[src/prng_params.svh]
`ifndef PRNG_PARAMS_SVH
`define PRNG_PARAMS_SVH

// ======================================================================
// fixed point format
// ======================================================================

// q16.16, bits below the binary point
`define PRNG_FRAC_BITS 16

// ======================================================================
// generator shape
// ======================================================================

// state dimension, also the matrix order
`define PRNG_LANES 3

// scale phase, one multiply per lane
`define PRNG_SCALE_STEPS (`PRNG_LANES)
// affine phase, one multiply per matrix entry
`define PRNG_AFFINE_STEPS (`PRNG_LANES * `PRNG_LANES)
// publish phase
`define PRNG_PUBLISH_STEPS 1

// start of an iteration to its valid pulse
`define PRNG_ITER_CYCLES (`PRNG_SCALE_STEPS + `PRNG_AFFINE_STEPS + `PRNG_PUBLISH_STEPS)

`endif

[src/prng_pkg.sv]
`default_nettype none

`include "prng_params.svh"

package prng_pkg;

    // ======================================================================
    // datapath types
    // ======================================================================

    // one q16.16 value, two's complement
    typedef logic signed [31:0] fix_t;

    // full product before rescaling
    typedef logic signed [63:0] prod_t;

    // row or column of the state / matrix
    typedef logic [$clog2(`PRNG_LANES)-1:0] lane_t;

    // ======================================================================
    // control
    // ======================================================================

    // iteration sequence, idle only before the first start
    typedef enum logic [1:0] {
        IDLE    = 2'd0,
        SCALE   = 2'd1,
        AFFINE  = 2'd2,
        PUBLISH = 2'd3
    } prng_state_t;

endpackage

`default_nettype wire

[src/coeff_store.sv]
`timescale 1ns/100ps
`default_nettype none

`include "prng_params.svh"

module coeff_store (
    input  wire                         clk,
    input  wire                         reset_n,
    input  wire                         load,
    input  wire prng_pkg::fix_t         a00,
    input  wire prng_pkg::fix_t         a01,
    input  wire prng_pkg::fix_t         a02,
    input  wire prng_pkg::fix_t         a10,
    input  wire prng_pkg::fix_t         a11,
    input  wire prng_pkg::fix_t         a12,
    input  wire prng_pkg::fix_t         a20,
    input  wire prng_pkg::fix_t         a21,
    input  wire prng_pkg::fix_t         a22,
    input  wire prng_pkg::fix_t         sigma,
    input  wire prng_pkg::prng_state_t  phase,
    input  wire prng_pkg::lane_t        row,
    input  wire prng_pkg::lane_t        col,
    output prng_pkg::fix_t              coeff
);
    import prng_pkg::*;

    localparam int N_COEF = `PRNG_LANES * `PRNG_LANES;

    fix_t a_in [N_COEF];
    fix_t a_q [N_COEF];
    fix_t sigma_q;

    // row-major flattening of the matrix
    assign a_in = '{a00, a01, a02, a10, a11, a12, a20, a21, a22};

    always_ff @(posedge clk or negedge reset_n) begin
        if (!reset_n) begin
            for (int i = 0; i < N_COEF; i++) begin
                a_q[i] <= '0;
            end
            sigma_q <= '0;
        end else if (load) begin
            for (int i = 0; i < N_COEF; i++) begin
                a_q[i] <= a_in[i];
            end
            sigma_q <= sigma;
        end
    end

    // multiplicand for this step
    always_comb begin
        case (phase)
            SCALE:   coeff = sigma_q;
            AFFINE:  coeff = a_q[int'(row) * `PRNG_LANES + int'(col)];
            default: coeff = '0;
        endcase
    end

endmodule

`default_nettype wire

[src/mac_unit.sv]
`timescale 1ns/100ps
`default_nettype none

`include "prng_params.svh"

module mac_unit (
    input  wire                         clk,
    input  wire                         reset_n,
    input  wire prng_pkg::prng_state_t  phase,
    input  wire prng_pkg::lane_t        col,
    input  wire prng_pkg::fix_t         coeff,
    input  wire prng_pkg::fix_t         operand,
    input  wire prng_pkg::fix_t         noise,
    output prng_pkg::fix_t              frac_out,
    output prng_pkg::fix_t              acc_out
);
    import prng_pkg::*;

    localparam int WORD_BITS = $bits(fix_t);

    prod_t full_prod;
    fix_t  scaled;
    fix_t  saw;
    fix_t  acc_base;

    // ======================================================================
    // q16.16 multiply
    // ======================================================================

    // sign-extended 64 bit product
    assign full_prod = prod_t'(coeff) * prod_t'(operand);

    // drop the extra fraction bits, keep low word
    assign scaled = fix_t'(full_prod >>> `PRNG_FRAC_BITS);

    // sawtooth, fraction only, always in [0,1)
    assign saw = {{(WORD_BITS - `PRNG_FRAC_BITS){1'b0}}, scaled[`PRNG_FRAC_BITS-1:0]};

    // ======================================================================
    // row accumulator
    // ======================================================================

    // column 0 starts a new row from its noise term
    assign acc_base = (col == '0) ? noise : acc_out;

    always_ff @(posedge clk or negedge reset_n) begin
        if (!reset_n) begin
            frac_out <= '0;
            acc_out  <= '0;
        end else begin
            if (phase == SCALE) begin
                frac_out <= saw;
            end
            // sums wrap mod 2^32
            if (phase == AFFINE) begin
                acc_out <= acc_base + scaled;
            end
        end
    end

endmodule

`default_nettype wire

[src/prng_control.sv]
`timescale 1ns/100ps
`default_nettype none

module prng_control (
    input  wire                   clk,
    input  wire                   reset_n,
    input  wire                   start,
    input  wire                   last_step,
    output prng_pkg::prng_state_t phase,
    output logic                  load,
    output logic                  publish
);
    import prng_pkg::*;

    prng_state_t state;
    prng_state_t state_next;

    // ======================================================================
    // next state
    // ======================================================================

    always_comb begin
        state_next = state;
        case (state)
            IDLE: begin
                state_next = IDLE;
            end
            SCALE: begin
                if (last_step) begin
                    state_next = AFFINE;
                end
            end
            AFFINE: begin
                if (last_step) begin
                    state_next = PUBLISH;
                end
            end
            PUBLISH: begin
                // loop back for the next iterate
                if (last_step) begin
                    state_next = SCALE;
                end
            end
            default: begin
                state_next = IDLE;
            end
        endcase
        // start wins from any state
        if (start) begin
            state_next = SCALE;
        end
    end

    always_ff @(posedge clk or negedge reset_n) begin
        if (!reset_n) begin
            state <= IDLE;
        end else begin
            state <= state_next;
        end
    end

    // ======================================================================
    // outputs
    // ======================================================================

    // start cycle seen as idle downstream
    // so the step counter rewinds and the mac does nothing
    assign phase = start ? IDLE : state;

    // seeds and coefficients captured on the start edge itself
    assign load = start;

    // a restart aborts the pending publish
    assign publish = (state == PUBLISH) && !start;

endmodule

`default_nettype wire

[src/prng_top.sv]
`timescale 1ns/100ps
`default_nettype none

module prng_top (
    input  wire                 clk,
    input  wire                 reset_n,
    input  wire                 start,
    input  wire prng_pkg::fix_t seed0,
    input  wire prng_pkg::fix_t seed1,
    input  wire prng_pkg::fix_t seed2,
    input  wire prng_pkg::fix_t a00,
    input  wire prng_pkg::fix_t a01,
    input  wire prng_pkg::fix_t a02,
    input  wire prng_pkg::fix_t a10,
    input  wire prng_pkg::fix_t a11,
    input  wire prng_pkg::fix_t a12,
    input  wire prng_pkg::fix_t a20,
    input  wire prng_pkg::fix_t a21,
    input  wire prng_pkg::fix_t a22,
    input  wire prng_pkg::fix_t sigma,
    output logic                valid,
    output prng_pkg::fix_t      rand0,
    output prng_pkg::fix_t      rand1,
    output prng_pkg::fix_t      rand2
);
    import prng_pkg::*;

    // sequencing
    prng_state_t phase;
    logic        load;
    logic        publish;
    lane_t       row;
    lane_t       col;
    logic        last_step;

    // datapath
    fix_t coeff;
    fix_t operand;
    fix_t noise;
    fix_t frac_out;
    fix_t acc_out;

    // ======================================================================
    // control
    // ======================================================================

    prng_control u_control (
        .clk       (clk),
        .reset_n   (reset_n),
        .start     (start),
        .last_step (last_step),
        .phase     (phase),
        .load      (load),
        .publish   (publish)
    );

    step_counter u_step_counter (
        .clk       (clk),
        .reset_n   (reset_n),
        .phase     (phase),
        .row       (row),
        .col       (col),
        .last_step (last_step)
    );

    // ======================================================================
    // datapath
    // ======================================================================

    coeff_store u_coeff_store (
        .clk     (clk),
        .reset_n (reset_n),
        .load    (load),
        .a00     (a00),
        .a01     (a01),
        .a02     (a02),
        .a10     (a10),
        .a11     (a11),
        .a12     (a12),
        .a20     (a20),
        .a21     (a21),
        .a22     (a22),
        .sigma   (sigma),
        .phase   (phase),
        .row     (row),
        .col     (col),
        .coeff   (coeff)
    );

    state_store u_state_store (
        .clk      (clk),
        .reset_n  (reset_n),
        .load     (load),
        .publish  (publish),
        .seed0    (seed0),
        .seed1    (seed1),
        .seed2    (seed2),
        .phase    (phase),
        .row      (row),
        .col      (col),
        .frac_out (frac_out),
        .acc_out  (acc_out),
        .operand  (operand),
        .noise    (noise),
        .rand0    (rand0),
        .rand1    (rand1),
        .rand2    (rand2),
        .valid    (valid)
    );

    // single shared multiplier for both phases
    mac_unit u_mac_unit (
        .clk      (clk),
        .reset_n  (reset_n),
        .phase    (phase),
        .col      (col),
        .coeff    (coeff),
        .operand  (operand),
        .noise    (noise),
        .frac_out (frac_out),
        .acc_out  (acc_out)
    );

endmodule

`default_nettype wire

[src/state_store.sv]
`timescale 1ns/100ps
`default_nettype none

`include "prng_params.svh"

module state_store (
    input  wire                         clk,
    input  wire                         reset_n,
    input  wire                         load,
    input  wire                         publish,
    input  wire prng_pkg::fix_t         seed0,
    input  wire prng_pkg::fix_t         seed1,
    input  wire prng_pkg::fix_t         seed2,
    input  wire prng_pkg::prng_state_t  phase,
    input  wire prng_pkg::lane_t        row,
    input  wire prng_pkg::lane_t        col,
    input  wire prng_pkg::fix_t         frac_out,
    input  wire prng_pkg::fix_t         acc_out,
    output prng_pkg::fix_t              operand,
    output prng_pkg::fix_t              noise,
    output prng_pkg::fix_t              rand0,
    output prng_pkg::fix_t              rand1,
    output prng_pkg::fix_t              rand2,
    output logic                        valid
);
    import prng_pkg::*;

    localparam lane_t LAST_LANE = lane_t'(`PRNG_LANES - 1);

    fix_t        x_q [`PRNG_LANES];
    fix_t        u_q [`PRNG_LANES];
    fix_t        nxt_q [`PRNG_LANES];
    fix_t        nxt_view [`PRNG_LANES];
    fix_t        seed_in [`PRNG_LANES];
    prng_state_t phase_d;
    lane_t       row_d;
    lane_t       col_d;
    logic        u_wr;
    logic        nxt_wr;

    assign seed_in = '{seed0, seed1, seed2};

    // ======================================================================
    // write strobes
    // ======================================================================

    // mac result lags its step by one cycle
    // so writes follow the step index of the cycle before
    always_ff @(posedge clk or negedge reset_n) begin
        if (!reset_n) begin
            phase_d <= IDLE;
            row_d   <= '0;
            col_d   <= '0;
        end else begin
            phase_d <= phase;
            row_d   <= row;
            col_d   <= col;
        end
    end

    assign u_wr   = (phase_d == SCALE);
    // row sum complete after its last column
    assign nxt_wr = (phase_d == AFFINE) && (col_d == LAST_LANE);

    // last row lands during publish, bypass it
    always_comb begin
        for (int i = 0; i < `PRNG_LANES; i++) begin
            nxt_view[i] = (nxt_wr && (row_d == lane_t'(i))) ? acc_out : nxt_q[i];
        end
    end

    // ======================================================================
    // state, noise and next-state rows
    // ======================================================================

    always_ff @(posedge clk or negedge reset_n) begin
        if (!reset_n) begin
            for (int i = 0; i < `PRNG_LANES; i++) begin
                x_q[i]   <= '0;
                u_q[i]   <= '0;
                nxt_q[i] <= '0;
            end
        end else if (load) begin
            for (int i = 0; i < `PRNG_LANES; i++) begin
                x_q[i] <= seed_in[i];
            end
        end else begin
            if (u_wr) begin
                u_q[row_d] <= frac_out;
            end
            if (nxt_wr) begin
                nxt_q[row_d] <= acc_out;
            end
            // feedback, new state for the next iteration
            if (publish) begin
                for (int i = 0; i < `PRNG_LANES; i++) begin
                    x_q[i] <= nxt_view[i];
                end
            end
        end
    end

    // x at row for scale, x at col for the matrix product
    assign operand = (phase == AFFINE) ? x_q[col] : x_q[row];
    assign noise   = u_q[row];

    // ======================================================================
    // outputs
    // ======================================================================

    // published value is the state itself
    assign rand0 = x_q[0];
    assign rand1 = x_q[1];
    assign rand2 = x_q[2];

    always_ff @(posedge clk or negedge reset_n) begin
        if (!reset_n) begin
            valid <= 1'b0;
        end else begin
            valid <= publish && !load;
        end
    end

endmodule

`default_nettype wire

[src/step_counter.sv]
`timescale 1ns/100ps
`default_nettype none

`include "prng_params.svh"

module step_counter (
    input  wire                         clk,
    input  wire                         reset_n,
    input  wire prng_pkg::prng_state_t  phase,
    output prng_pkg::lane_t             row,
    output prng_pkg::lane_t             col,
    output logic                        last_step
);
    import prng_pkg::*;

    localparam lane_t LAST_LANE = lane_t'(`PRNG_LANES - 1);

    // final index of each phase
    always_comb begin
        case (phase)
            SCALE:   last_step = (row == LAST_LANE);
            AFFINE:  last_step = (row == LAST_LANE) && (col == LAST_LANE);
            PUBLISH: last_step = 1'b1;
            default: last_step = 1'b0;
        endcase
    end

    // last step is also the phase change, so clear there
    always_ff @(posedge clk or negedge reset_n) begin
        if (!reset_n) begin
            row <= '0;
            col <= '0;
        end else if ((phase == IDLE) || last_step) begin
            row <= '0;
            col <= '0;
        end else if ((phase == AFFINE) && (col != LAST_LANE)) begin
            // row-major, column first
            col <= col + 1'b1;
        end else begin
            // scale keeps col at zero
            col <= '0;
            row <= row + 1'b1;
        end
    end

endmodule

`default_nettype wire

[config.mk]
export PLATFORM = sky130hd
export DESIGN_NAME = prng_top
export DESIGN_NICKNAME = d
export VERILOG_FILES = /design/src/prng_pkg.sv /design/src/coeff_store.sv /design/src/mac_unit.sv /design/src/prng_control.sv /design/src/prng_top.sv /design/src/state_store.sv /design/src/step_counter.sv
export VERILOG_INCLUDE_DIRS = /design/src /design/src/src
export SDC_FILE = /design/constraint.sdc
export NUM_CORES = 2
export LEC_CHECK = 0
export BUFFER_PORTS_ARGS = -buffer_cell sky130_fd_sc_hd__buf_2
export CAP_MARGIN = 20
export CORE_MARGIN = 1.5
export CORE_UTILIZATION = 45
export CTS_BUF_LIST = sky130_fd_sc_hd__clkbuf_8
export DETAILED_ROUTE_END_ITERATION = 12
export PLACE_DENSITY = 0.62
export SETUP_SLACK_MARGIN = 0.1
export SYNTH_ARGS = -nofsm -noshare
export SYNTH_HDL_FRONTEND = slang
export SYNTH_SLANG_ARGS = --single-unit
[constraint.sdc]
create_clock -name clk -period 12.1 [get_ports clk]
set_input_delay 2.42 -clock clk [delete_from_list [all_inputs] [get_ports clk]]
set_output_delay 2.42 -clock clk [all_outputs]
set_load 0.1 [all_outputs]
-- After elaboration in Yosys (flattened, before gate mapping)
Index checks and enable logic that the tools add are counted.
Widths: inputs -> output; s select.
- bitwise gates (word level): 5
- multiply operators: 2
- shifts and indexed selects: 0
- $lt $le $gt $ge: 5
- reduce and logical (&&, ||, !) cells: 19
- div/mod/pow operators: 0
- add/subtract/negate cells: 4
- multiplexer cells: 35
- eq/ne operators: 18
- operator list (operator ; number):
    $mux 32 ; 14
    $bmux 32 s2 ; 3
    $bwmux 96 ; 2
    $mux 96 ; 2
    $bmux 32 s4 ; 1
    $demux 32 s2 ; 1
    $pmux 32 s2 ; 1
    $mul 32x32->48 ; 1
    $add 32x3->32 ; 1
    $add 32x32->32 ; 1
    $ge 32x5->1 const B ; 1
    $not 32->32 ; 1
    $eq 2x2->1 const B ; 9
    $mux 2 ; 9
    $ge 3x3->1 const B ; 3
    $logic_and 1x1->1 ; 9
    $ne 3x2->1 const B ; 3
    $not 2->3 ; 3
    $eq 2x1->1 const B ; 4
    $logic_not 2->1 ; 4
    $pmux 2 s4 ; 1
    $add 2x1->2 const B ; 2
    $mul 2x2->4 const B ; 1
    $reduce_and 2->1 ; 2
    other kinds (9) ; 9
- input port bits: 419
- memories: 0
- memory bits (writable): 0
- output and inout port bits: 97
- bits in latches: 0
- word-level logic and storage cells: 116
- memory bits (read-only): 0
- register bits after elaboration: 669

-- Longest topological paths before layout
- word-level depth: 9
- gate-level depth with buffers: 58
- mapped depth without buffers: 51

-- By module
Synthesis repeated with hierarchy kept, for this count alone.
- cells, all modules: 5925
- area, all modules: 62583.8 um^2
- modules (own cells, without submodules) (module ; seq. area each (um^2) ; cells each ; times used ; area an instance (um^2)):
    mac_unit ; 1201.2 ; 3451 ; 1 ; 32107.0
    coeff_store ; 8007.7 ; 1071 ; 1 ; 15162.0
    state_store ; 7382.1 ; 1363 ; 1 ; 14935.6
    step_counter ; 100.1 ; 22 ; 1 ; 216.5
    prng_control ; 50.0 ; 18 ; 1 ; 162.7

-- Least setup slack after synthesis
OpenSTA, ideal clock, no wires.
- path type: input to register
- start point: input start
- end point: register u_mac_unit.acc_out[31]
- setup time: 125 ps
- path buffers: 7
- data arrival time: 14072 ps
- required time: 11975 ps
- stages on the path: 48
- path slack: -2097 ps
- cells stage by stage: clkbuf_1 clkbuf_1 clkbuf_1 clkbuf_1 nand2b_1 ha_1 and2_1 nor3b_2 and2_1 buf_4 clkbuf_1 a221oi_1 clkbuf_1 nor2_1 fa_1 fa_1 inv_1 fa_1 [12 not listed] nor3b_1 a31oi_1 o31ai_2 nand2_1 nand2_1 a41oi_1 xnor2_1 ha_1 a21o_1 o21ai_0 a32oi_1 a211o_1 a211oi_1 o31ai_1 a31oi_1 xnor2_1 xnor2_1 mux2_2
- longest elaborated chain between the ends: 5
- elaborated cells between the ends (all ways): 7
- classes of those cells: add/sub: 1; mul: 1; eq/ne: 2; mux: 3
- RTL lines (item ; line ; RTL):
    start: declaration ; prng_top.sv:7 ; input wire start,
    $mux 2 * ; prng_control.sv:68 ; assign phase = start ? IDLE : state;
    $eq 2x2->1 or $eq 2x1->1 (tied branches) ; coeff_store.sv:52, state_store.sv:104 ;
    $pmux 32 s2 or $mux 32 (tied branches) ; coeff_store.sv:52, state_store.sv:104 ;
    $mul 32x32->48 * ; mac_unit.sv:31 ; assign full_prod = prod_t'(coeff) * prod_t'(operand);
    net u_mac_unit.full_prod[29] ; mac_unit.sv:21 ; prod_t full_prod;
    $add 32x32->32 * ; mac_unit.sv:56 ; acc_out <= acc_base + scaled;
    end signal: assignment ; mac_unit.sv:56 ;
    end: declaration ; mac_unit.sv:15 ; output prng_pkg::fix_t acc_out
The timed path passes the listed nets; every way through them passes the cells marked *.
A chain may end at the register's enable or synchronous reset.

-- Worst setup path in the final report
- start point: input start
- end point: register u_mac_unit.acc_out[31]
- longest elaborated chain between the ends: 5
- elaborated cells between the ends (all ways): 7
- classes of those cells: add/sub: 1; mul: 1; eq/ne: 2; mux: 3
- RTL lines (item ; line ; RTL):
    $mux 2 * ; prng_control.sv:68 ;
    net phase[1] ; prng_top.sv:29 ; prng_state_t phase;
    $eq 2x2->1 or $eq 2x1->1 (tied branches) ; coeff_store.sv:52, state_store.sv:104 ;
    $pmux 32 s2 or $mux 32 (tied branches) ; coeff_store.sv:52, state_store.sv:104 ;
    $mul 32x32->48 * ; mac_unit.sv:31 ;
    net u_mac_unit.full_prod[23] ; mac_unit.sv:21 ;
    $add 32x32->32 * ; mac_unit.sv:56 ;
Marked as above.

==> results.py <==
metrics = {
    "outcome": {
        "status": "finished, final reports clean",
    },
    "grt": {
        "grt_pass1_wl_um": 306000,
        "grt_pass1_vias": 49300,
        "grt_max_degree": 172,
        "grt_overflow_total": 0,
        "grt_antenna_before_repair": 26,
        "grt_usage_pct": 30.2,
    },
    "floorplanning": {
        "die_area_mm2": 0.134,
        "core_mm2": 0.131,
        "dieWidth_um": 366,
        "start_util_pct": 45.2,
        "ios": 516,
        "rows": 133,
        "die_height_um": 366,
    },
    "synth": {
        "synth.cell_area_mm2": 0.0593,
        "syn_avg_cell_area_um2": 10.2,
        "synth_cell_types": 77,
        "synth_edf_count": 0,
        "seq_area_frac_synth_pct": 26.2,
        "ys_ff_latch": 621,
        "syn-instance-count": 5805,
        "synth_fp_nets": 7276,
        "synthFlopType": "dfrtp_1",
        "async_flop_share_pct": 100,
        "yosysWarningCount": 0,
    },
    "sta": {
        "min_period_ns": 11.80,
        "tns_ns": 0,
        "worst_pin_slew_ns": 1.14,
        "slew_headroom_pct": 23.5,
        "grt_setup_unrepaired": "true",
        "fin_worst_skew_ns": 0.0741,
        "timing.fmax_mhz": 84.8,
        "finalHoldViolCount": 0,
        "post-route-period-util_pct": 97.5,
        "finalSetupViolCount": 0,
        "slew_viol_final": 0,
    },
    "placed_design": {
        "finalWeightedCongestion": 0.959,
        "dpl_cell_area_mm2": 0.0690,
        "portBuffers": 515,
        "detailed_place_hpwl_um": 164000,
    },
    "cells_and_area": {
        "layout-drive-gt1-share_pct": 31.8,
        "n_fill_cell": 11700,
        "layout_common_cells": "864 x inv_1, 824 x fa_1, 728 x nand2_1, 618 x dfrtp_1, 606 x buf_4",
        "multi_input_area_mm2": 0.0404,
        "final_cell_area_mm2": 0.0728,
        "final_common_cell": "inv_1",
        "seqCellArea_mm2": 0.0155,
        "nets": 8266,
        "area_growth_pct": 22.7,
    },
    "flow_run": {
        "maxCapViolCount": 0,
    },
    "critical_path": {
        "crit_type": "input pin to flip-flop",
        "critical-path-max-stage-delay_ns": 0.59,
        "critPathCaptureType": "flip-flop",
        "cp.required_ns": 12.82,
        "crit_fanout": 12,
        "cpMostUsedCell": "fa_1",
        "cp.arrival_ns": 12.51,
        "start_kind": "input pin",
        "slowest_stage": "fa_2",
    },
    "clocking": {
        "ctsHoldBuffers": 0,
        "clock_latency_ns": 0.84,
        "clock_path_buffers": 3,
        "path_clk_slew_ns": 0.07,
        "cts_root_buf": "clkbuf_8",
        "htreeDepth": 3,
        "cts_buffers": 104,
        "cts.sink_count": 621,
        "cts_tree": "built",
    },
    "drt": {
        "drtAntennaViolNets": 0,
        "dr_total_vias": 46800,
        "routed_via_density": 5.39,
        "drc": 0,
        "first_pass_iters": 6,
        "drt_iter0_drc": 3776,
        "wl_um": 200000,
        "routedWlPerCell_um": 23.1,
    },
    "hold_path": {
        "hold_class": "flip-flop to flip-flop",
    },
}
==> stage by stage <==
| step | instances | utilization, % | hold WS [ns] | worst slack (ns) |
|---|---|---|---|---|
| after floorplan | 5805 | - | 0.376 | -0.518 |
| after global placement | 8396 | 52.6 | 0.485 | -0.674 |
| after detailed placement | 8397 | 52.6 | 0.491 | -0.654 |
| after CTS | 8602 | 54.6 | 0.505 | 0.120 |
| after global routing | 8668 | 55.5 | 0.513 | -0.0611 |
| final | 8670 | 55.5 | 0.503 | 0.305 |
==> critical path: cells and delay by family <==
family	cells	cell delay [ns]
and+or+nand+nor	3	0.40
adders and majority gates	11	4.46
buffers and inverters	12	1.43
xor gates and xnor gates	3	0.41
muxes	1	0.26
AOI/OAI and AO/OA	15	3.08
==> timing repair <==
| action | 4_1_cts | 5_1_grt |
|---|---|---|
| endpoints found under the setup margin | 8 | 15 |
| setup buffers | 6 | 35 |
| cloned | 2 | 2 |
| pin swaps | 9 | 76 |
| resized for setup | 23 | 164 |
==> final cells by class <==
class                      instances  share of cell area, %
inverter                         845                   4.36
multi-input combinational       4001                   55.5
clock inverter                    62                  0.708
tap                             1755                   3.02
clock buffer                     135                   2.55
antenna                           29                 0.0997
timing repair buffer            1222                   12.4
sequential                       621                   21.4
==> Yosys cell counts (all sizes together), types with 20 or more instances <==
cell type    n  area share (%)
ha         212             4.5
mux2i      157             2.7
a31oi       20            0.21
nor2b       33            0.35
mux2       533              10
inv        844             5.3
fa         840              28
o21a        24            0.30
a221o       33            0.56
nand2      743             4.7
xor2        25            0.37
nor2       551             3.5
o21ai      278             2.3
nand2b      27            0.28
xnor2       71             1.1
a21oi      137             1.2
buf         55            0.45
mux4        62             2.4
clkbuf     283             1.8
and2        44            0.46
a21o        40            0.51
dfrtp      621              26
==> routing by layer <==
metal	global-route usage [%]	vias to the layer above	part of all wire, %
li1	-	20500	-
met1	43.6	24000	44
met2	45.8	1905	45
met3	6.37	331	8.8
met4	9.14	2	3.0
met5	0	-	0.0065
==> path summary, 6_finish.rpt <==
check	to	slack, ns	cells after the start	from
setup / recovery	u_mac_unit.acc_out[31]	0.30	45	start
setup reg to reg	u_mac_unit.acc_out[31]	0.32	48	u_step_counter.row[1]
min in group asynchronous	u_coeff_store.a_q[76]	1.62	1	reset_n
max in group asynchronous	u_state_store.nxt_q[60]	8.07	3	reset_n
hold / removal	u_coeff_store.a_q[36]	0.50	1	u_coeff_store.a_q[36]
hold reg to reg	u_coeff_store.a_q[36]	0.50	1	u_coeff_store.a_q[36]
==> cell families after synthesis <==
| family | count (synthesis) | share of synthesized area [%] |
|---|---|---|
| compound gates | 634 | 6.66 |
| flops | 621 | 26.2 |
| simple gates | 1462 | 9.96 |
| xor+xnor | 101 | 1.62 |
| fa+ha+maj | 1052 | 32.8 |
| buf+inv | 1183 | 7.59 |
| mux | 752 | 15.1 |
==> sequential cells by signal, summed over array words and instances, names as in the netlist <==
signal,cells
u_coeff_store.a_q,288
u_coeff_store.sigma_q,32
u_control.state,2
u_mac_unit.acc_out,32
u_mac_unit.frac_out,16
u_state_store.col_d,2
u_state_store.nxt_q,96
u_state_store.phase_d,2
u_state_store.rand0,32
u_state_store.rand1,32
u_state_store.rand2,32
u_state_store.row_d,2
u_state_store.u_q,48
u_state_store.valid,1
u_step_counter.col,2
u_step_counter.row,2
Power is left out: the tool's default activity adds up to more than one toggle a clock period on the data nets, which glitch-free logic cannot reach.
